==> src/rtl/rgbw_defs.svh <==
// ~~~~~~~~~~~~~~~~~~~~~~~~~~~~~~~~~~~~~~~~~~~~~~~~~~
// lamp controller macros: fixture count, record
// length and hue wheel constants
// ~~~~~~~~~~~~~~~~~~~~~~~~~~~~~~~~~~~~~~~~~~~~~~~~~~

`ifndef RGBW_DEFS_SVH
`define RGBW_DEFS_SVH

// engines and fixture number width
`define NUM_FIXTURES 4
`define FIX_IDX_W    2

// mode, intensity, color index, white, red, green, blue
`define RECORD_BYTES 7

// hue wheel ramp
`define WHEEL_STEP   7
`define SEG_LEN      36
`define NUM_SEGS     6

`endif
==> src/rtl/rgbwPkg.sv <==
// ~~~~~~~~~~~~~~~~~~~~~~~~~~~~~~~~~~~~~~~~~~~~~~~~~~
// shared types: mode and engine state enums, stream
// byte, color level, command and result structs
// ~~~~~~~~~~~~~~~~~~~~~~~~~~~~~~~~~~~~~~~~~~~~~~~~~~

`include "rgbw_defs.svh"

package rgbwPkg;

    typedef enum logic [7:0] {
        modeDirect = 8'h21,
        modeWheel  = 8'hA4
    } modeT;

    typedef enum logic [2:0] {
        idle,
        wheelStep,
        whiteAdd,
        scaleOut,
        holdResult
    } engineStateT;

    // first marks the start of a frame
    typedef struct packed {
        logic       first;
        logic [7:0] data;
    } streamByteT;

    typedef struct packed {
        logic [7:0] red;
        logic [7:0] green;
        logic [7:0] blue;
        logic [7:0] white;
    } rgbwT;

    typedef struct packed {
        logic [7:0] mode;
        logic [7:0] intensity;
        logic [7:0] colorIdx;
        rgbwT       level;
    } fixtureCmdT;

    typedef struct packed {
        logic [`FIX_IDX_W-1:0] fixture;
        rgbwT                  level;
    } fixtureResultT;

endpackage

==> src/rtl/rgbwLampTop.sv <==
// ~~~~~~~~~~~~~~~~~~~~~~~~~~~~~~~~~~~~~~~~~~~~~~~~~~
// lamp controller top: frame parser, one color
// engine per fixture and the result collector
// ~~~~~~~~~~~~~~~~~~~~~~~~~~~~~~~~~~~~~~~~~~~~~~~~~~

`timescale 1ns/10ps

`include "rgbw_defs.svh"

module rgbwLampTop (
    input  logic                   clk,
    input  logic                   reset_sig,
    input  logic                   inValid,
    input  rgbwPkg::streamByteT    inByte,
    output logic                   inReady,
    output logic                   outValid,
    output rgbwPkg::fixtureResultT outResult,
    input  logic                   outReady
);

    logic [`NUM_FIXTURES-1:0] cmdValid;
    logic [`NUM_FIXTURES-1:0] cmdReady;
    rgbwPkg::fixtureCmdT      cmdBus;
    logic [`NUM_FIXTURES-1:0] resValid;
    logic [`NUM_FIXTURES-1:0] resReady;
    rgbwPkg::rgbwT            resBus [`NUM_FIXTURES];

    cmdFrameParser parser (
        .clk       (clk),
        .reset_sig (reset_sig),
        .inValid   (inValid),
        .inByte    (inByte),
        .inReady   (inReady),
        .cmdValid  (cmdValid),
        .cmdOut    (cmdBus),
        .cmdReady  (cmdReady)
    );

    // one engine per fixture, all sharing the command bus
    for (genvar i = 0; i < `NUM_FIXTURES; i++) begin : engines
        hueEngine engine (
            .clk       (clk),
            .reset_sig (reset_sig),
            .cmdValid  (cmdValid[i]),
            .cmd       (cmdBus),
            .cmdReady  (cmdReady[i]),
            .resValid  (resValid[i]),
            .result    (resBus[i]),
            .resReady  (resReady[i])
        );
    end

    resultCollector collector (
        .clk       (clk),
        .reset_sig (reset_sig),
        .resValid  (resValid),
        .resIn     (resBus),
        .resReady  (resReady),
        .outValid  (outValid),
        .outResult (outResult),
        .outReady  (outReady)
    );

endmodule

==> src/rtl/resultCollector.sv <==
// ~~~~~~~~~~~~~~~~~~~~~~~~~~~~~~~~~~~~~~~~~~~~~~~~~~
// round-robin drain of engine results into one
// registered output stream tagged by fixture
// ~~~~~~~~~~~~~~~~~~~~~~~~~~~~~~~~~~~~~~~~~~~~~~~~~~

`timescale 1ns/10ps

`include "rgbw_defs.svh"

module resultCollector (
    input  logic                      clk,
    input  logic                      reset_sig,
    input  logic [`NUM_FIXTURES-1:0]  resValid,
    input  rgbwPkg::rgbwT             resIn [`NUM_FIXTURES],
    output logic [`NUM_FIXTURES-1:0]  resReady,
    output logic                      outValid,
    output rgbwPkg::fixtureResultT    outResult,
    input  logic                      outReady
);

    logic [`FIX_IDX_W-1:0] lastIdx;
    logic [`FIX_IDX_W-1:0] pick;
    logic                  found;
    logic                  canLoad;

    // output register empty or draining
    assign canLoad = !outValid || outReady;

    // first requester after the last one served
    always_comb begin
        logic [`FIX_IDX_W-1:0] cand;
        found = 1'b0;
        pick  = lastIdx;
        for (int k = 1; k <= `NUM_FIXTURES; k++) begin
            cand = `FIX_IDX_W'((lastIdx + k) % `NUM_FIXTURES);
            if (!found && resValid[cand]) begin
                found = 1'b1;
                pick  = cand;
            end
        end
    end

    always_comb begin
        resReady = '0;
        resReady[pick] = found && canLoad;
    end

    always_ff @(posedge clk) begin
        if (!reset_sig) begin
            outValid <= 1'b0;
            lastIdx  <= `FIX_IDX_W'(`NUM_FIXTURES - 1);
        end else if (found && canLoad) begin
            outValid <= 1'b1;
            lastIdx  <= pick;
        end else if (outReady) begin
            outValid <= 1'b0;
        end
    end

    always_ff @(posedge clk) begin
        if (found && canLoad) begin
            outResult.fixture <= pick;
            outResult.level   <= resIn[pick];
        end
    end

endmodule

==> src/rtl/hueEngine.sv <==
// ~~~~~~~~~~~~~~~~~~~~~~~~~~~~~~~~~~~~~~~~~~~~~~~~~~
// per-fixture color engine: direct pass-through or
// hue wheel walk, white add and intensity scaling
// ~~~~~~~~~~~~~~~~~~~~~~~~~~~~~~~~~~~~~~~~~~~~~~~~~~

`timescale 1ns/10ps

`include "rgbw_defs.svh"

module hueEngine (
    input  logic                clk,
    input  logic                reset_sig,
    input  logic                cmdValid,
    input  rgbwPkg::fixtureCmdT cmd,
    output logic                cmdReady,
    output logic                resValid,
    output rgbwPkg::rgbwT       result,
    input  logic                resReady
);

    rgbwPkg::engineStateT state;

    logic [7:0]    red;
    logic [7:0]    green;
    logic [7:0]    blue;
    logic [7:0]    stepCnt;
    logic [2:0]    segIdx;
    logic [5:0]    segPos;
    logic [7:0]    colorIdx;
    logic [7:0]    white;
    logic [2:0]    shiftAmt;
    rgbwPkg::rgbwT resReg;

    function automatic logic [7:0] satAdd(input logic [7:0] a, input logic [7:0] b);
        logic [8:0] sum;
        sum = a + b;
        return sum[8] ? 8'hFF : sum[7:0];
    endfunction

    function automatic logic [7:0] satSub(input logic [7:0] a, input logic [7:0] b);
        return (a < b) ? 8'h00 : a - b;
    endfunction

    assign cmdReady = (state == rgbwPkg::idle);
    assign resValid = (state == rgbwPkg::holdResult);
    assign result   = resReg;

    always_ff @(posedge clk) begin
        if (!reset_sig) begin
            state <= rgbwPkg::idle;
        end else begin
            case (state)
                rgbwPkg::idle: begin
                    if (cmdValid) begin
                        if (cmd.mode == rgbwPkg::modeDirect) begin
                            state <= rgbwPkg::holdResult;
                        end else if (cmd.mode == rgbwPkg::modeWheel) begin
                            state <= rgbwPkg::wheelStep;
                        end
                        // unknown modes are dropped here
                    end
                end
                rgbwPkg::wheelStep: begin
                    if (stepCnt == colorIdx) begin
                        state <= rgbwPkg::whiteAdd;
                    end
                end
                rgbwPkg::whiteAdd:   state <= rgbwPkg::scaleOut;
                rgbwPkg::scaleOut:   state <= rgbwPkg::holdResult;
                rgbwPkg::holdResult: begin
                    if (resReady) begin
                        state <= rgbwPkg::idle;
                    end
                end
                default: state <= rgbwPkg::idle;
            endcase
        end
    end

    // datapath
    always_ff @(posedge clk) begin
        case (state)
            rgbwPkg::idle: begin
                red      <= 8'hFF;
                green    <= 8'h00;
                blue     <= 8'h00;
                stepCnt  <= 8'd0;
                segIdx   <= 3'd0;
                segPos   <= 6'd0;
                colorIdx <= cmd.colorIdx;
                white    <= cmd.level.white;
                shiftAmt <= cmd.intensity[7:5];
                if (cmdValid && cmd.mode == rgbwPkg::modeDirect) begin
                    resReg <= cmd.level;
                end
            end
            rgbwPkg::wheelStep: begin
                case (segIdx)
                    3'd0: blue  <= satAdd(blue, 8'(`WHEEL_STEP));
                    3'd1: red   <= satSub(red, 8'(`WHEEL_STEP));
                    3'd2: green <= satAdd(green, 8'(`WHEEL_STEP));
                    3'd3: blue  <= satSub(blue, 8'(`WHEEL_STEP));
                    3'd4: red   <= satAdd(red, 8'(`WHEEL_STEP));
                    3'd5: green <= satSub(green, 8'(`WHEEL_STEP));
                    default: ;
                endcase
                stepCnt <= stepCnt + 8'd1;
                // segment index tracks stepCnt / SEG_LEN
                if (segIdx < 3'(`NUM_SEGS)) begin
                    if (segPos == 6'(`SEG_LEN - 1)) begin
                        segPos <= 6'd0;
                        segIdx <= segIdx + 3'd1;
                    end else begin
                        segPos <= segPos + 6'd1;
                    end
                end
            end
            rgbwPkg::whiteAdd: begin
                red   <= satAdd(red, white);
                green <= satAdd(green, white);
                blue  <= satAdd(blue, white);
            end
            rgbwPkg::scaleOut: begin
                resReg.red   <= red >> shiftAmt;
                resReg.green <= green >> shiftAmt;
                resReg.blue  <= blue >> shiftAmt;
                resReg.white <= white >> shiftAmt;
            end
            default: ;
        endcase
    end

endmodule

==> src/rtl/cmdFrameParser.sv <==
// ~~~~~~~~~~~~~~~~~~~~~~~~~~~~~~~~~~~~~~~~~~~~~~~~~~
// frame parser: builds 7-byte fixture records from
// the byte stream and hands each one to its engine
// ~~~~~~~~~~~~~~~~~~~~~~~~~~~~~~~~~~~~~~~~~~~~~~~~~~

`timescale 1ns/10ps

`include "rgbw_defs.svh"

module cmdFrameParser (
    input  logic                       clk,
    input  logic                       reset_sig,
    input  logic                       inValid,
    input  rgbwPkg::streamByteT        inByte,
    output logic                       inReady,
    output logic [`NUM_FIXTURES-1:0]   cmdValid,
    output rgbwPkg::fixtureCmdT        cmdOut,
    input  logic [`NUM_FIXTURES-1:0]   cmdReady
);

    logic [2:0]            byteCnt;
    logic [`FIX_IDX_W-1:0] fixIdx;
    logic                  pending;
    logic [`FIX_IDX_W-1:0] pendIdx;
    rgbwPkg::fixtureCmdT   cmdReg;

    logic                  accept;
    logic [2:0]            curByte;
    logic [`FIX_IDX_W-1:0] curFix;

    // stall input while a finished record waits
    assign inReady = !pending;
    assign accept  = inValid && inReady;

    // first flag restarts at fixture 0, byte 0
    assign curByte = inByte.first ? 3'd0 : byteCnt;
    assign curFix  = inByte.first ? '0 : fixIdx;

    always_comb begin
        for (int i = 0; i < `NUM_FIXTURES; i++) begin
            cmdValid[i] = pending && (pendIdx == `FIX_IDX_W'(i));
        end
    end

    assign cmdOut = cmdReg;

    always_ff @(posedge clk) begin
        if (!reset_sig) begin
            byteCnt <= '0;
            fixIdx  <= '0;
            pending <= 1'b0;
            pendIdx <= '0;
        end else begin
            if (pending && cmdReady[pendIdx]) begin
                pending <= 1'b0;
            end
            if (accept) begin
                if (curByte == 3'(`RECORD_BYTES - 1)) begin
                    byteCnt <= '0;
                    pending <= 1'b1;
                    pendIdx <= curFix;
                    if (curFix == `FIX_IDX_W'(`NUM_FIXTURES - 1)) begin
                        fixIdx <= '0;
                    end else begin
                        fixIdx <= curFix + 1'b1;
                    end
                end else begin
                    byteCnt <= curByte + 3'd1;
                    fixIdx  <= curFix;
                end
            end
        end
    end

    // record fields in stream order
    always_ff @(posedge clk) begin
        if (accept) begin
            case (curByte)
                3'd0: cmdReg.mode        <= inByte.data;
                3'd1: cmdReg.intensity   <= inByte.data;
                3'd2: cmdReg.colorIdx    <= inByte.data;
                3'd3: cmdReg.level.white <= inByte.data;
                3'd4: cmdReg.level.red   <= inByte.data;
                3'd5: cmdReg.level.green <= inByte.data;
                default: cmdReg.level.blue <= inByte.data;
            endcase
        end
    end

endmodule

==> config.mk <==
export PLATFORM = sky130hd
export DESIGN_NAME = rgbwLampTop
export DESIGN_NICKNAME = d
export VERILOG_FILES = /design/src/rtl/rgbwPkg.sv /design/src/rtl/rgbwLampTop.sv /design/src/rtl/resultCollector.sv /design/src/rtl/hueEngine.sv /design/src/rtl/cmdFrameParser.sv
export VERILOG_INCLUDE_DIRS = /design/src /design/src/rtl
export SDC_FILE = /design/constraint.sdc
export NUM_CORES = 1
export LEC_CHECK = 0
export ABC_CLOCK_PERIOD_IN_PS = 3900
export BUFFER_PORTS_ARGS = -buffer_cell sky130_fd_sc_hd__buf_4
export CORE_ASPECT_RATIO = 1.25
export CORE_MARGIN = 3
export CORE_UTILIZATION = 35
export CTS_BUF_LIST = sky130_fd_sc_hd__clkbuf_8 sky130_fd_sc_hd__clkbuf_16
export DETAILED_ROUTE_END_ITERATION = 8
export HOLD_SLACK_MARGIN = 0.12
export SYNTH_ARGS = -nofsm -noshare
export SYNTH_HDL_FRONTEND = slang
export SYNTH_HIERARCHICAL = 1
export SYNTH_SLANG_ARGS = --single-unit
==> constraint.sdc <==
create_clock -name clk -period 3.9 [get_ports clk]
set_input_delay 0.39 -clock clk [delete_from_list [all_inputs] [get_ports clk]]
set_output_delay 0.39 -clock clk [all_outputs]
set_load 0.01 [all_outputs]
Word-level counts from Yosys, hierarchy flattened
Cells that the tools add are included.

operators by class
  add/sub/neg operators = 54
  magnitude comparators = 24
  eq/ne operators = 96
  shift operators = 16
  multiplexer cells = 147
  bitwise logic cells = 3
  reduce and logical (&&, ||, !) cells = 81

operators by type and width
  kind                   count
  $mux W8                36
  $pmux W8 S3            12
  $pmux W32 S2           4
  $pmux W8 S2            16
  $mux W32               6
  $shr A8 B3 Y8          16
  $add A8 B3 Y9 const B  12
  $add A8 B8 Y9          12
  $lt A8 B3 Y1 const B   12
  $sub A8 B3 Y8 const B  12
  $mux W3                24
  $bmux W32 S2           1
  $pmux W3 S5            4
  $reduce_and A2 Y1      28
  $eq A3 B2 Y1 const B   18
  $mux W6                8
  $ne A3 B3 Y1 const B   16
  $pmux W6 S2            4
  $eq A3 B3 Y1 const B   15
  $ne A2 B1 Y1 const B   20
  $add A8 B1 Y8 const B  4
  $eq A8 B8 Y1           4
  $eq A3 B1 Y1 const B   9
  $logic_not A3 Y1       9
  other kinds (31)       119

storage, ports and cells
  flip-flop bits (word level) = 481
  bits of input ports = 13
  output and inout bits = 36
  logic and storage cells = 495

Depth between registers and ports, before layout
Gate-level depths: netlist (run 1).

  word-level depth = 20
  gate-level depth with buffers = 11
  gate-level depth less buffers = 8

Cells and area by module
Netlist (run 1), hierarchy kept.

by module, submodules not included
  module                              times used  cells each  area an instance (um2)  sequential area each (um2)
  hueEngine at engines[0].engine ...  3           716         6989.2                  2822.7
  hueEngine at engines[3].engine      1           734         6881.6                  2822.7
  resultCollector                     1           170         2283.4                  1081.0
  cmdFrameParser                      1           116         2209.6                  1841.8

Worst setup path before layout (run 1)
OpenSTA, ideal clock, no wires.

  kind = register -> register
  start point = register engines[0].engine.state[2]
  end point = register engines[0].engine.resReg, in the netlist engines[0].engine/result[0] (enable)
  setup time = 0.390 ns
  arrival time = 2.913 ns
  data required time = 3.510 ns
  slack = 0.596 ns
  stages on the path, launching flop included = 5
  buffers on the path = 1
  period minus slack after synthesis = 3.304 ns
  path through = dfxtp_1 -> buf_2 -> nor3_1 -> nand4_1 -> nand2_1

on the way
  cells in the longest elaborated chain, start to end = 3
  elaborated cells between the ends (all ways) = 5
  those cells by class = eq/ne: 2; reduce/logical: 3

ends and longest elaborated chain
  what                                                          line               RTL
  from (decl)                                                   hueEngine.sv:21    rgbwPkg::engineStateT state;
  from (signal assigned)                                        hueEngine.sv:50    state <= rgbwPkg::idle;
  from (signal assigned)                                        hueEngine.sv:56    state <= rgbwPkg::holdResult;
  from (signal assigned)                                        hueEngine.sv:58    state <= rgbwPkg::wheelStep;
  $logic_not A3 Y1 (*)                                          n/a
  named net cmdReady[0]                                         rgbwLampTop.sv:22  logic [`NUM_FIXTURES-1:0] cmdReady;
  $ne A2 B2 Y1 (no line) or $reduce_bool A2 Y1 (tied branches)  n/a
  $reduce_and A2 Y1 (no line) (*)                               n/a
  to (signal assigned)                                          hueEngine.sv:94    resReg <= cmd.level;
  to (decl)                                                     hueEngine.sv:32    rgbwPkg::rgbwT resReg;

Mark *: on every way through the listed nets, which the timed path passes. The rest lies on a longest branch.
A chain may end at the register's enable or synchronous reset.

Worst setup path after layout (run 1)
  start point = register engines[0].engine.state[2]
  end point = register collector/outResult[19] (netlist name)

on the way
  cells in the longest elaborated chain, start to end = 17
  elaborated cells between the ends (all ways) = 26
  those cells by class = eq/ne: 1; mux: 18; bitwise: 1; reduce/logical: 6

ends and longest elaborated chain
  what                                             line                   RTL
  $eq A3 B3 Y1 (*)                                 hueEngine.sv:45        assign resValid = (state == rgbwPkg::holdResult);
  named net resValid[0]                            rgbwLampTop.sv:24      logic [`NUM_FIXTURES-1:0] resValid;
  $bmux W1 S2                                      resultCollector.sv:36  if (!found && resValid[cand]) begin
  $mux W1 (implied by the code)                    resultCollector.sv:36
  $mux W1                                          resultCollector.sv:36
  $logic_not A1 Y1                                 resultCollector.sv:36
  $logic_and A1 B1 Y1                              resultCollector.sv:36
  $mux W1                                          resultCollector.sv:36
  $logic_not A1 Y1                                 resultCollector.sv:36
  $logic_and A1 B1 Y1                              resultCollector.sv:36
  $mux W1                                          resultCollector.sv:36
  $logic_not A1 Y1                                 resultCollector.sv:36
  $logic_and A1 B1 Y1                              resultCollector.sv:36
  $mux W2 (*)                                      resultCollector.sv:36
  $not A2 Y3 (implied by the code) (*)             resultCollector.sv:63  outResult.level <= resIn[pick];
  $bmux W32 S2 (*)                                 resultCollector.sv:63
  $mux W32 (implied by the code) (*) (2 in a row)  resultCollector.sv:63

Mark *: on every way through the listed nets, which the timed path passes. The rest lies on a longest branch. The select of a mux whose other input is x is not followed.

==> summary.md, run 1 <==
Clock-pin slew was measured on the worst setup and hold paths at 0.07 ns. The number of antenna diodes is 0, and the total grt overflow is 0. Pin count of the biggest net entering global routing: 57.

In this run the static leakage power is 13.1 nW. The maximum fanout encountered on the critical timing path was 20. After detailed routing, the number of vias per cell comes to 5.75. The first global-routing pass estimated 147 mm of wire. The number of gates resized after CTS was 0. The Yosys step of the flow raised 6 warnings. For the aggregate negative setup slack, the log shows 0 ns. The fraction of layout instances using a drive strength above 1 was 0.0900; the number of max-cap violations was 0. The number of nets handed over by synthesis was 3337. In this run the critical register-to-register path is launched from engines[0].engine/state[2].

The worst setup path is captured at a register. The count of buffers inserted at the top-level ports came out at 48. The run gives 8 as the hold-fix buffer count after cts. After clock tree synthesis, the setup repair step added 0 buffers. For the finished layout, the period the worst path requires is 2.97 ns. The relative max-transition margin is 0.196.

The hold violation total from the final report is 0. The clock reaches the later pin of the worst-skew pair after 0.61 ns. The run finished with clean final reports.

The run gives 2 as the initial antenna violation count. At the end of routability-driven placement, the weighted congestion stood at 0.972. Data arrives at the worst endpoint at 3.30 ns. The worst path required time was 4.24 ns; the effective utilization at floorplan was 0.355. The tree built by TritonCTS fans out to 476 sinks. The wire-length estimate of the detail-placed layout is 70.9 mm.

Class of the tightest hold or removal check: in -> reg. The worst hold path passes through 3 cells. The worst hold path terminates at parser/pendIdx[1]. For this run, the post-layout net count is 3299.

The count of nets left with antenna violations once routing finished came out at 0. The CTS root buffer was sky130_fd_sc_hd__clkbuf_16. Counting along the longest clock path gives a buffer depth of 3. The worst-case register-to-register setup slack was 0.93 ns. In this run the mean area of a mapped cell was 10.2 um2. The peak ir drop on the vdd network was 0.000268 V. The endpoint identified for the worst register-to-register timing path is collector/outResult[19].

The power density over the cells works out to 297 nW/um2. The total area inside the core boundary comes to 90600 um2. Total power for the finished layout comes to 0.0105 W.

For this run, the top clock speed supported by timing is 337 MHz. The number of setup violations in the final report is 0, and the horizontal extent of the die is 277 um. The routed layout has 25023 vias.

The fraction of the cycle the final worst path needs works out to 0.760. After the first detailed-routing iteration, the DRC count stood at 2149. The startpoint of the worst hold path was inByte[8]. The global-route usage over all layers was 0.196; the final worst clock skew was 0.0192 ns. For the pin with the worst max-slew slack, the measured transition is 1.20 ns. The logs give 0 for the max-slew violation count and 97.3 mm for the wire length reported by the detailed router.

The type of element launching the critical path was a register. The height of the die was 345 um; the post-synthesis instance area was 32200 um2. The filler cells instantiated in the layout total 8700.

Dividing the detail-routed wire length by the instance count gives 22.4 um. The die footprint was 95700 um2; the post-synthesis to final-layout area growth was 9.50%. The count of standard-cell rows came out at 123. TritonCTS built the clock tree.

Top-level I/O count: 49. The number of detailed-route iterations in the first pass was 6. The tools report the detailed-route DRC error count as 0. Synthesis produced 3163 cells. The number of global-route vias before repair was 23879. In this run, CTS created clock tree buffers numbering 49. The depth of the worst register-to-register path is 7. Setup repair after global routing left no endpoint under its margin. The type of the worst setup path was reg -> reg. For the H-tree depth reported by CTS, the log shows 2.
==> cell usage in the layout, fill, tap and decap left out, drive strengths merged, types with 18 or more instances in the layout <==
cell type	count
and2	30
o21ai	261
nor4	20
nor2	238
inv	82
nor2b	44
a31oi	22
o22ai	28
xor2	97
a211oi	78
nand2	272
nand4	19
o21a	32
o211ai	29
nor3	88
edfxtp	453
a22o	48
clkbuf	53
dfxtp	23
clkinv	18
ha	149
a21oi	200
nand2b	28
mux2i	200
nand3	86
o31ai	40
a22oi	18
xnor2	47
a21o	33
and3	38
mux2	30
buf	103
==> metrics by stage <==
step / setup slack (ns) / hold WS (ns) / cells / cell area [um2] / utilization
final: 0.935 / 0.160 / 4352 / 35200 / 0.389
after global routing: 0.799 / 0.172 / 4352 / 35200 / 0.389
after CTS: 0.953 / 0.128 / 4352 / 35200 / 0.389
after detailed placement: 0.998 / 0.481 / 4253 / 33600 / 0.370
after global placement: 1.07 / 0.469 / 4253 / 33600 / 0.370
after floorplan: 0.596 / 0.454 / 3163 / 32200 / -
==> worst max-delay path by stage <==
stage | startpoint | to | slack [ns] | cells past startpoint
2_1_floorplan | engines[0].engine/state[2] | engines[0].engine/result[0] | 0.60 | 4
3_3_place_gp | engines[0].engine/state[2] | collector/outResult[10] | 1.07 | 7
3_5_place_dp | engines[0].engine/state[2] | collector/outResult[11] | 1.0 | 7
4_1_cts | engines[0].engine/state[2] | collector/outResult[11] | 0.95 | 7
5_1_grt | engines[0].engine/state[2] | collector/outResult[9] | 0.80 | 7
6_report | engines[0].engine/state[2] | collector/outResult[19] | 0.93 | 7
==> flip-flops by register name, summed over array words and instances (netlist names), 3 cells and up <==
register / cells
engines.engine/green: 32
engines.engine/red: 32
engines.engine/blue: 32
engines.engine/white: 32
engines.engine/result: 128
engines.engine/segIdx: 12
engines.engine/colorIdx: 32
parser/cmdOut: 51
engines.engine/stepCnt: 32
collector/outResult: 34
parser/byteCnt: 3
engines.engine/segPos: 24
engines.engine/state: 12
engines.engine/shiftAmt: 12
==> where the power goes <==
group / switching (W) / internal, W / leakage [nW] / total, W
clock network: 0.00211 / 0.00262 / 0.796 / 0.00473
logic: 0.0000928 / 0.0000661 / 7.47 / 0.000159
registers: 0.0000403 / 0.00554 / 4.79 / 0.00558
total: 0.00224 / 0.00823 / 13.1 / 0.0105
==> critical path, stage by stage (launching register included) <==
cell and delay (ns):
sky130_fd_sc_hd__dfxtp_1 0.57, sky130_fd_sc_hd__nor3b_1 0.37, sky130_fd_sc_hd__buf_4 0.22, sky130_fd_sc_hd__o21ai_1 0.12
sky130_fd_sc_hd__a211oi_4 0.59, sky130_fd_sc_hd__buf_4 0.44, sky130_fd_sc_hd__mux2i_1 0.28, sky130_fd_sc_hd__mux2i_1 0.10
==> metal layers <==
layer	routed length [um]	track usage	vias up
met5	21	0	-
met4	5020	0.0933	4
met3	4540	0.0249	198
met2	47000	0.335	762
met1	40600	0.244	12129
li1	-	-	11930
==> final cells by class <==
type / count / area [um2] / share of cell area
repair buffers: 111 / 903 / 0.0256
inverters: 72 / 270 / 0.00767
well taps: 1187 / 1490 / 0.0421
clock buffers: 53 / 1300 / 0.0370
multi-input cells: 2415 / 16900 / 0.480
clock inverters: 38 / 290 / 0.00824
flip-flops and latches: 476 / 14100 / 0.399
Note: power is estimated with default switching activity, not from simulation.
==> run 2: changes to the inputs <==
--- a/config.mk
+++ b/config.mk
@@ -6,7 +6,7 @@
 export SDC_FILE = /design/constraint.sdc
 export NUM_CORES = 1
 export LEC_CHECK = 0
-export ABC_CLOCK_PERIOD_IN_PS = 3900
+export ABC_CLOCK_PERIOD_IN_PS = 2900
 export BUFFER_PORTS_ARGS = -buffer_cell sky130_fd_sc_hd__buf_4
 export CORE_ASPECT_RATIO = 1.25
 export CORE_MARGIN = 3
==> constraint.sdc (replaced) <==
create_clock -name clk -period 2.9 [get_ports clk]
set_input_delay 0.29 -clock clk [delete_from_list [all_inputs] [get_ports clk]]
set_output_delay 0.29 -clock clk [all_outputs]
set_load 0.01 [all_outputs]
==> summary.md, run 2 (synthesis results as in run 1) <==
The tools report the global placer's final weighted congestion as 0.895 (was 0.972). Type of element launching the critical path: a register (unchanged). The insertion delay to the later sink of the worst-skew pair was 0.64 ns (was 0.61 ns); the peak ir drop on the vdd network was 0.000528 V (was 0.000268 V). The logs give 476 (unchanged) for the clock sink total and 0 (unchanged) for the number of setup violations in the final report.

Startpoint of the worst hold path: outReady (was inByte[8]). The number of clock buffers inserted by TritonCTS was 52 (was 49). Height of the die: 345 um (unchanged). The master of the slowest instance on the critical path is sky130_fd_sc_hd__edfxtp_1 (was sky130_fd_sc_hd__a211oi_4). The flip-flop count of the largest register after layout was 128 (unchanged).

The hold violation total from the final report is 0 (unchanged), and the met3 capacity usage during global routing is 0.0204 (was 0.0249). The number of detailed-route iterations in the first pass was 5 (was 6); the relative contribution of sequential cells to total power was 0.502 (was 0.533). The type of the worst setup path was reg -> reg (unchanged).

TritonCTS built the clock tree. The power density over the cells is 413 nW/um2 (was 297 nW/um2). The run finished with clean final reports. The run gives 0 (unchanged) as the detailed-route DRC error count. Class of the tightest hold or removal check: in -> reg (unchanged). The area of the core region was 90600 um2 (unchanged). The switching power summed over all nets came out at 0.00318 W (was 0.00224 W). The top-level I/O count was 49 (unchanged). Timing startpoint of the critical path: engines[3].engine/white[0] (was engines[0].engine/state[2]).

The fraction of the cycle the final worst path needs came out at 0.895 (was 0.760). The share of power burned in combinational logic is 0.015 (about the same), and the post-placement worst setup slack is 0.363 ns (was 0.998 ns). The number of max-cap violations was 0 (unchanged); the post-route minimum period was 2.60 ns (was 2.97 ns).

Most used routing layer in global routing: met2 (unchanged). The timing-limited maximum frequency came out at 385 MHz (was 337 MHz). The pin slew with the least headroom to its limit is 0.969 ns (was 1.20 ns), and the effective utilization at floorplan is 0.355 (unchanged). By instance count, the cell type seen most on the critical path is sky130_fd_sc_hd__nor2_1. The maximum fanout encountered on the critical timing path was 8 (was 20); the hold-fix buffer count after cts was 13 (was 8). The final worst clock skew is 0.0234 ns (was 0.0192 ns). The total grt overflow was 0 (unchanged); the number of global-route vias before repair was 24417 (was 23879).

The die footprint was 95700 um2 (unchanged); the relative contribution of the clock network to total power was 0.483 (was 0.452). Fraction of layout instances using a drive strength above 1: 0.109 (was 0.0900). The smallest setup slack after layout was 0.304 ns (was 0.935 ns).

Number of instances resized during post-cts repair: 0 (unchanged). CP cell instances: ha_1 -> fa_1 -> a211oi_1 -> nor2_1 -> nor2_1 -> o21bai_1 -> o21ai_0 -> o31ai_1 (was nor3b_1 -> buf_4 -> o21ai_1 -> a211oi_4 -> buf_4 -> mux2i_1 -> mux2i_1). The logs give 1 (was 2) for the initial antenna violation count and 0.347 (was 0.335) for the met2 usage.

The logs give 8731 (was 8700) for the total of fill cells in the finished design and 3372 (was 3299) for the final net count. Startpoint of the worst-slack reg-to-reg timing path: engines[3].engine/white[0] (was engines[0].engine/state[2]). The post-synthesis to final-layout area growth works out to 12.2% (was 9.50%). For the worst endpoint data arrival time, the log shows 2.96 ns (was 3.30 ns). Most frequent cells in the layout: sky130_fd_sc_hd__edfxtp_1, sky130_fd_sc_hd__nand2_1, sky130_fd_sc_hd__nor2_1, sky130_fd_sc_hd__mux2i_1, sky130_fd_sc_hd__a21oi_1 (unchanged). The tools report the global-route usage over all layers as 0.196 (about the same).

The leading cell type in the layout, fill and taps excluded was sky130_fd_sc_hd__edfxtp_1 (unchanged). For the leakage power, the log shows 13.6 nW (was 13.1 nW). The tools report the HPWL after detailed placement as 70.7 mm (was 70.9 mm). Setup repair after global routing left no endpoint under its margin. The horizontal extent of the die was 277 um (unchanged). Wire length reported by the detailed router: 97.2 mm (was 97.3 mm).

The iteration-0 DRC count of the detailed router is 2083 (was 2149), and the pin count of the biggest net entering global routing is 52 (was 57). Routed via count divided by cell count: 5.73 (was 5.75). The end-of-flow core utilization was 0.398 (was 0.389). Remaining number of nets flagged by the antenna check after routing: 0 (unchanged). The switching share of power is 0.213 (was 0.214).

The count of standard-cell rows was 123 (unchanged). The maximum number of buffers from clock root to sink is 3 (unchanged), and the global-route wire length before repair is 148 mm (was 147 mm). The internal power summed over all cells is 0.0117 W (was 0.00823 W), and the clock transition at the registers of the reported paths is 0.06 ns (was 0.07 ns).

The logs give 0.0149 W (was 0.0105 W) for the power consumption and 0.387 ns (was 0.160 ns) for the worst slack on hold paths. The run gives 3.26 ns (was 4.24 ns) as the worst path required time. The H-tree depth reported by CTS was 2 (unchanged).

The kind of capture point of the worst setup path is a register (unchanged). The number of antenna diodes is 0 (unchanged). The logs give 0 ns (unchanged) for the aggregate negative setup slack and 0 (unchanged) for the setup fix buffers added after clock tree synthesis. The delay of the slowest cell on the worst path is 0.50 ns (was 0.59 ns), and the vias after detailed routing is 25381 (was 25023). The tools report the CTS root buffer as sky130_fd_sc_hd__clkbuf_16 (unchanged).

Relative max-transition margin: 0.354 (was 0.196). The gate family responsible for the most delay along the worst path was compound AO/OA/AOI/OAI gates (unchanged). Count of buffers inserted at the top-level ports: 48 (unchanged).

The average routed wire per standard cell was 22.0 um (was 22.4 um). The tools report the max-slew violation count as 0 (unchanged). The buffer and inverter count on the worst path is 0 (was 2). The met1 track utilization from global routing came out at 0.243 (was 0.244).
==> run 2: cell types whose count changed in the layout (fill, tap and decap cells not counted), moves of 3 or more <==
cell                            previous run  this run
sky130_fd_sc_hd__buf_12                    4         9
sky130_fd_sc_hd__buf_4                    99       159
sky130_fd_sc_hd__bufinv_16                 3         9
sky130_fd_sc_hd__clkinvlp_4                7         3
sky130_fd_sc_hd__dlygate4sd3_1             8        13
sky130_fd_sc_hd__inv_1                    76        79
sky130_fd_sc_hd__nor3_2                   10         7
sky130_fd_sc_hd__nor3_4                    0         3
==> run 2: worst paths after layout <==
path	to	slack (ns)	cells after the start
max reg2reg	engines[3].engine/green[3]	0.30	8
min reg2reg	parser/fixIdx[1]	0.49	2
max	engines[3].engine/green[3]	0.30	8
min	collector/lastIdx[0]	0.39	4
==> run 2: worst reg2reg max path, stage by stage (launching register included) <==
cell and delay, ns:
sky130_fd_sc_hd__edfxtp_1 0.50, sky130_fd_sc_hd__ha_1 0.27, sky130_fd_sc_hd__fa_1 0.47, sky130_fd_sc_hd__a211oi_1 0.33
sky130_fd_sc_hd__nor2_1 0.11, sky130_fd_sc_hd__nor2_1 0.12, sky130_fd_sc_hd__o21bai_1 0.19, sky130_fd_sc_hd__o21ai_0 0.23
sky130_fd_sc_hd__o31ai_1 0.10
==> run 2: layer usage <==
layer	wire (um)	vias up
li1	-	12058
met1	39700	12313
met2	48500	815
met3	4890	195
met4	4160	0
met5	0	-
==> run 2: power by group through the flow <==
stage,Combinational [W],Clock [W],Sequential (W)
2_1_floorplan,0.000142,0,0.00761
3_3_place_gp,0.000210,0,0.00763
3_5_place_dp,0.000212,0,0.00764
4_1_cts,0.000224,0.00735,0.00749
5_1_grt,0.000243,0.00762,0.00749
6_report,0.000225,0.00720,0.00749
==> run 2: final cells by class <==
cell class | instances | area [um2] | share of cell area
Multi-Input combinational cell | 2415 | 16900 | 0.469
Sequential cell | 476 | 14100 | 0.390
Timing Repair Buffer | 181 | 1500 | 0.0417
Tap cell | 1187 | 1490 | 0.0411
Clock buffer | 55 | 1340 | 0.0372
Clock inverter | 41 | 493 | 0.0137
Inverter | 72 | 270 | 0.00749
==> run 2: through the flow <==
| stage | instance area [um2] | std cells |
|---|---|---|
| floorplan | 32200 | 3163 |
| global placement | 34100 | 4318 |
| detailed placement | 34100 | 4318 |
| CTS | 36100 | 4427 |
| global route | 36100 | 4427 |
| finish | 36100 | 4427 |
==> run 3: changes to the inputs <==
--- a/config.mk
+++ b/config.mk
@@ -6,8 +6,10 @@
 export SDC_FILE = /design/constraint.sdc
 export NUM_CORES = 1
 export LEC_CHECK = 0
+export ABC_AREA = 1
 export ABC_CLOCK_PERIOD_IN_PS = 2900
 export BUFFER_PORTS_ARGS = -buffer_cell sky130_fd_sc_hd__buf_4
+export CAP_MARGIN = 5
 export CORE_ASPECT_RATIO = 1.25
 export CORE_MARGIN = 3
 export CORE_UTILIZATION = 35
==> summary.md, run 3 <==
For the synthesis warning total, the log shows 6 (unchanged). The number of detailed-route iterations in the first pass came out at 6 (was 5). The clock sink total is 476 (unchanged).

The leading cell type in the layout, fill and taps excluded is sky130_fd_sc_hd__nand2_1 (was sky130_fd_sc_hd__edfxtp_1). The timing-limited maximum frequency is 382 MHz (was 385 MHz). The run gives 0 (unchanged) as the max-slew violation count. The number of clock buffers inserted by TritonCTS was 53 (was 52); the HPWL after detailed placement was 76.5 mm (was 70.7 mm).

The routed via count divided by cell count is 5.36 (was 5.73). The tools report the leakage power as 16.0 nW (was 13.6 nW). The tools report the kind of capture point of the worst setup path as a register (unchanged). Count of standard-cell rows: 125 (was 123).

The class of the tightest hold or removal check was in -> reg (unchanged). The iteration-0 DRC count of the detailed router was 2553 (was 2083). The run gives 29131 (was 25381) as the vias after detailed routing.

Worst path required time: 3.27 ns (was 3.26 ns). Fraction of layout instances using a drive strength above 1: 0.0741 (was 0.109). Flip-flop count of the largest register after layout: 128 (unchanged). The global placer's final weighted congestion was 0.905 (was 0.895); the aggregate negative setup slack was 0 ns (unchanged). The run gives 65 (was 52) as the pin count of the biggest net entering global routing. The final net count is 4358 (was 3372), and the number of setup violations in the final report is 0 (unchanged). TritonCTS built the clock tree.

Type of the worst setup path: reg -> reg (unchanged). The run gives 97700 um2 (was 95700 um2) as the die footprint. The average routed wire per standard cell is 19.1 um (was 22.0 um), and the post-synthesis instance area is 32900 um2 (was 32200 um2). Most frequent cells in the layout: sky130_fd_sc_hd__nand2_1, sky130_fd_sc_hd__nand3_1, sky130_fd_sc_hd__inv_1, sky130_fd_sc_hd__edfxtp_1, sky130_fd_sc_hd__o21ai_0 (was sky130_fd_sc_hd__edfxtp_1, sky130_fd_sc_hd__nand2_1, sky130_fd_sc_hd__nor2_1, sky130_fd_sc_hd__mux2i_1, sky130_fd_sc_hd__a21oi_1). The type of element launching the critical path is a register (unchanged). The initial antenna violation count was 2 (was 1).

The area of the core region is 93100 um2 (was 90600 um2), and the pin slew with the least headroom to its limit is 0.850 ns (was 0.969 ns). The tools report the detailed-route DRC error count as 0 (unchanged). The clock transition at the registers of the reported paths came out at 0.06 ns (about the same). The logs give 0.000410 V (was 0.000528 V) for the peak ir drop on the vdd network and 0 (unchanged) for the hold violation total from the final report. The run finished with clean final reports. The fraction of the cycle the final worst path needs came out at 0.902 (was 0.895).

The count of buffers inserted at the top-level ports is 48 (unchanged), and the insertion delay to the later sink of the worst-skew pair is 0.63 ns (was 0.64 ns). For the number of max-cap violations, the log shows 0 (unchanged). The effective utilization at floorplan was 0.354 (was 0.355); the mean post-synth cell area was 7.96 um2 (was 10.2 um2). The number of global-route vias before repair was 27568 (was 24417). The horizontal extent of the die is 280 um (was 277 um), and the H-tree depth reported by CTS is 2 (unchanged). The post-placement worst setup slack was 0.353 ns (was 0.363 ns); the remaining number of nets flagged by the antenna check after routing was 0 (unchanged).

The tools report the CTS root buffer as sky130_fd_sc_hd__clkbuf_16 (unchanged). The worst slack on hold paths was 0.364 ns (was 0.387 ns); the power density over the cells was 454 nW/um2 (was 413 nW/um2). The worst endpoint data arrival time is 2.99 ns (was 2.96 ns), and the height of the die is 349 um (was 345 um). The number of instances resized during post-cts repair was 0 (unchanged); the hold-fix buffer count after cts was 12 (was 13).

Maximum number of buffers from clock root to sink: 3 (unchanged). Setup repair after global routing left no endpoint under its margin. The relative max-transition margin is 0.434 (was 0.354), and the maximum fanout encountered on the critical timing path is 18 (was 8). Total grt overflow: 0 (unchanged). The tools report the global-route wire length before repair as 159 mm (was 148 mm).

The post-synthesis to final-layout area growth is 11.0% (was 12.2%). The global-route usage over all layers was 0.207 (was 0.196); the setup fix buffers added after clock tree synthesis was 0 (unchanged). The number of nets in the synthesized netlist is 4308 (was 3337). The smallest setup slack after layout is 0.285 ns (was 0.304 ns), and the post-route minimum period is 2.61 ns (was 2.60 ns).

The synthesized netlist cell count is 4134 (was 3163). The final worst clock skew is 0.0207 ns (was 0.0234 ns), and the wire length reported by the detailed router is 103 mm (was 97.2 mm). The run gives 49 (unchanged) as the top-level I/O count.
-- run 3: layout make-up --
cell class / instances / area (um2)
Antenna cell: 1 / 2.50
Clock buffer: 54 / 1350
Clock inverter: 42 / 392
Fill cell: 9472 / 56500
Inverter: 485 / 1840
Multi-Input combinational cell: 3039 / 16300
Sequential cell: 476 / 14100
Tap cell: 1206 / 1510
Timing Repair Buffer: 129 / 1050
-- run 3: final timing paths --
kind	startpoint	endpoint	slack [ns]	depth (start not counted)
max	engines[0].engine/state[0]	collector/outResult[13]	0.29	11
min	outReady	collector/lastIdx[1]	0.36	6
max reg2reg	engines[0].engine/state[0]	collector/outResult[13]	0.29	11
min reg2reg	parser/fixIdx[0]	parser/fixIdx[0]	0.47	2
-- run 3: per-stage QoR --
step | cells | util | cell area [um2] | power, W
finish | 5432 | 0.393 | 36500 | 0.0166
global route | 5431 | 0.393 | 36500 | 0.0172
CTS | 5431 | 0.393 | 36500 | 0.0167
detailed placement | 5323 | 0.373 | 34700 | 0.00981
global placement | 5323 | 0.373 | 34700 | 0.00980
floorplan | 4134 | - | 32900 | 0.00913
-- run 3: critical path: stages (launching register included) --
cell and delay, ns:
sky130_fd_sc_hd__dfxtp_1 0.36, sky130_fd_sc_hd__nor3b_1 0.50, sky130_fd_sc_hd__nand2_1 0.13, sky130_fd_sc_hd__nand2_1 0.12, sky130_fd_sc_hd__nand2_1 0.06, sky130_fd_sc_hd__nand2_1 0.17
sky130_fd_sc_hd__nand3_2 0.16, sky130_fd_sc_hd__nand2_2 0.32, sky130_fd_sc_hd__buf_4 0.29, sky130_fd_sc_hd__nand3_1 0.10, sky130_fd_sc_hd__nand3_1 0.09, sky130_fd_sc_hd__nand2_1 0.06
-- run 3: metal layers --
layer	up-vias	track usage	wire, um
li1	14251	-	-
met1	13794	0.256	42500
met2	883	0.359	50200
met3	201	0.0238	5480
met4	2	0.0974	5280
met5	-	0	12
-- run 3: report_power, final --
group	switching (W)	total (W)	internal, W	leakage [nW]
Clock	0.00292	0.00691	0.00399	0.879
Sequential	0.000214	0.00798	0.00777	4.80
Combinational	0.00114	0.00171	0.000570	10.3
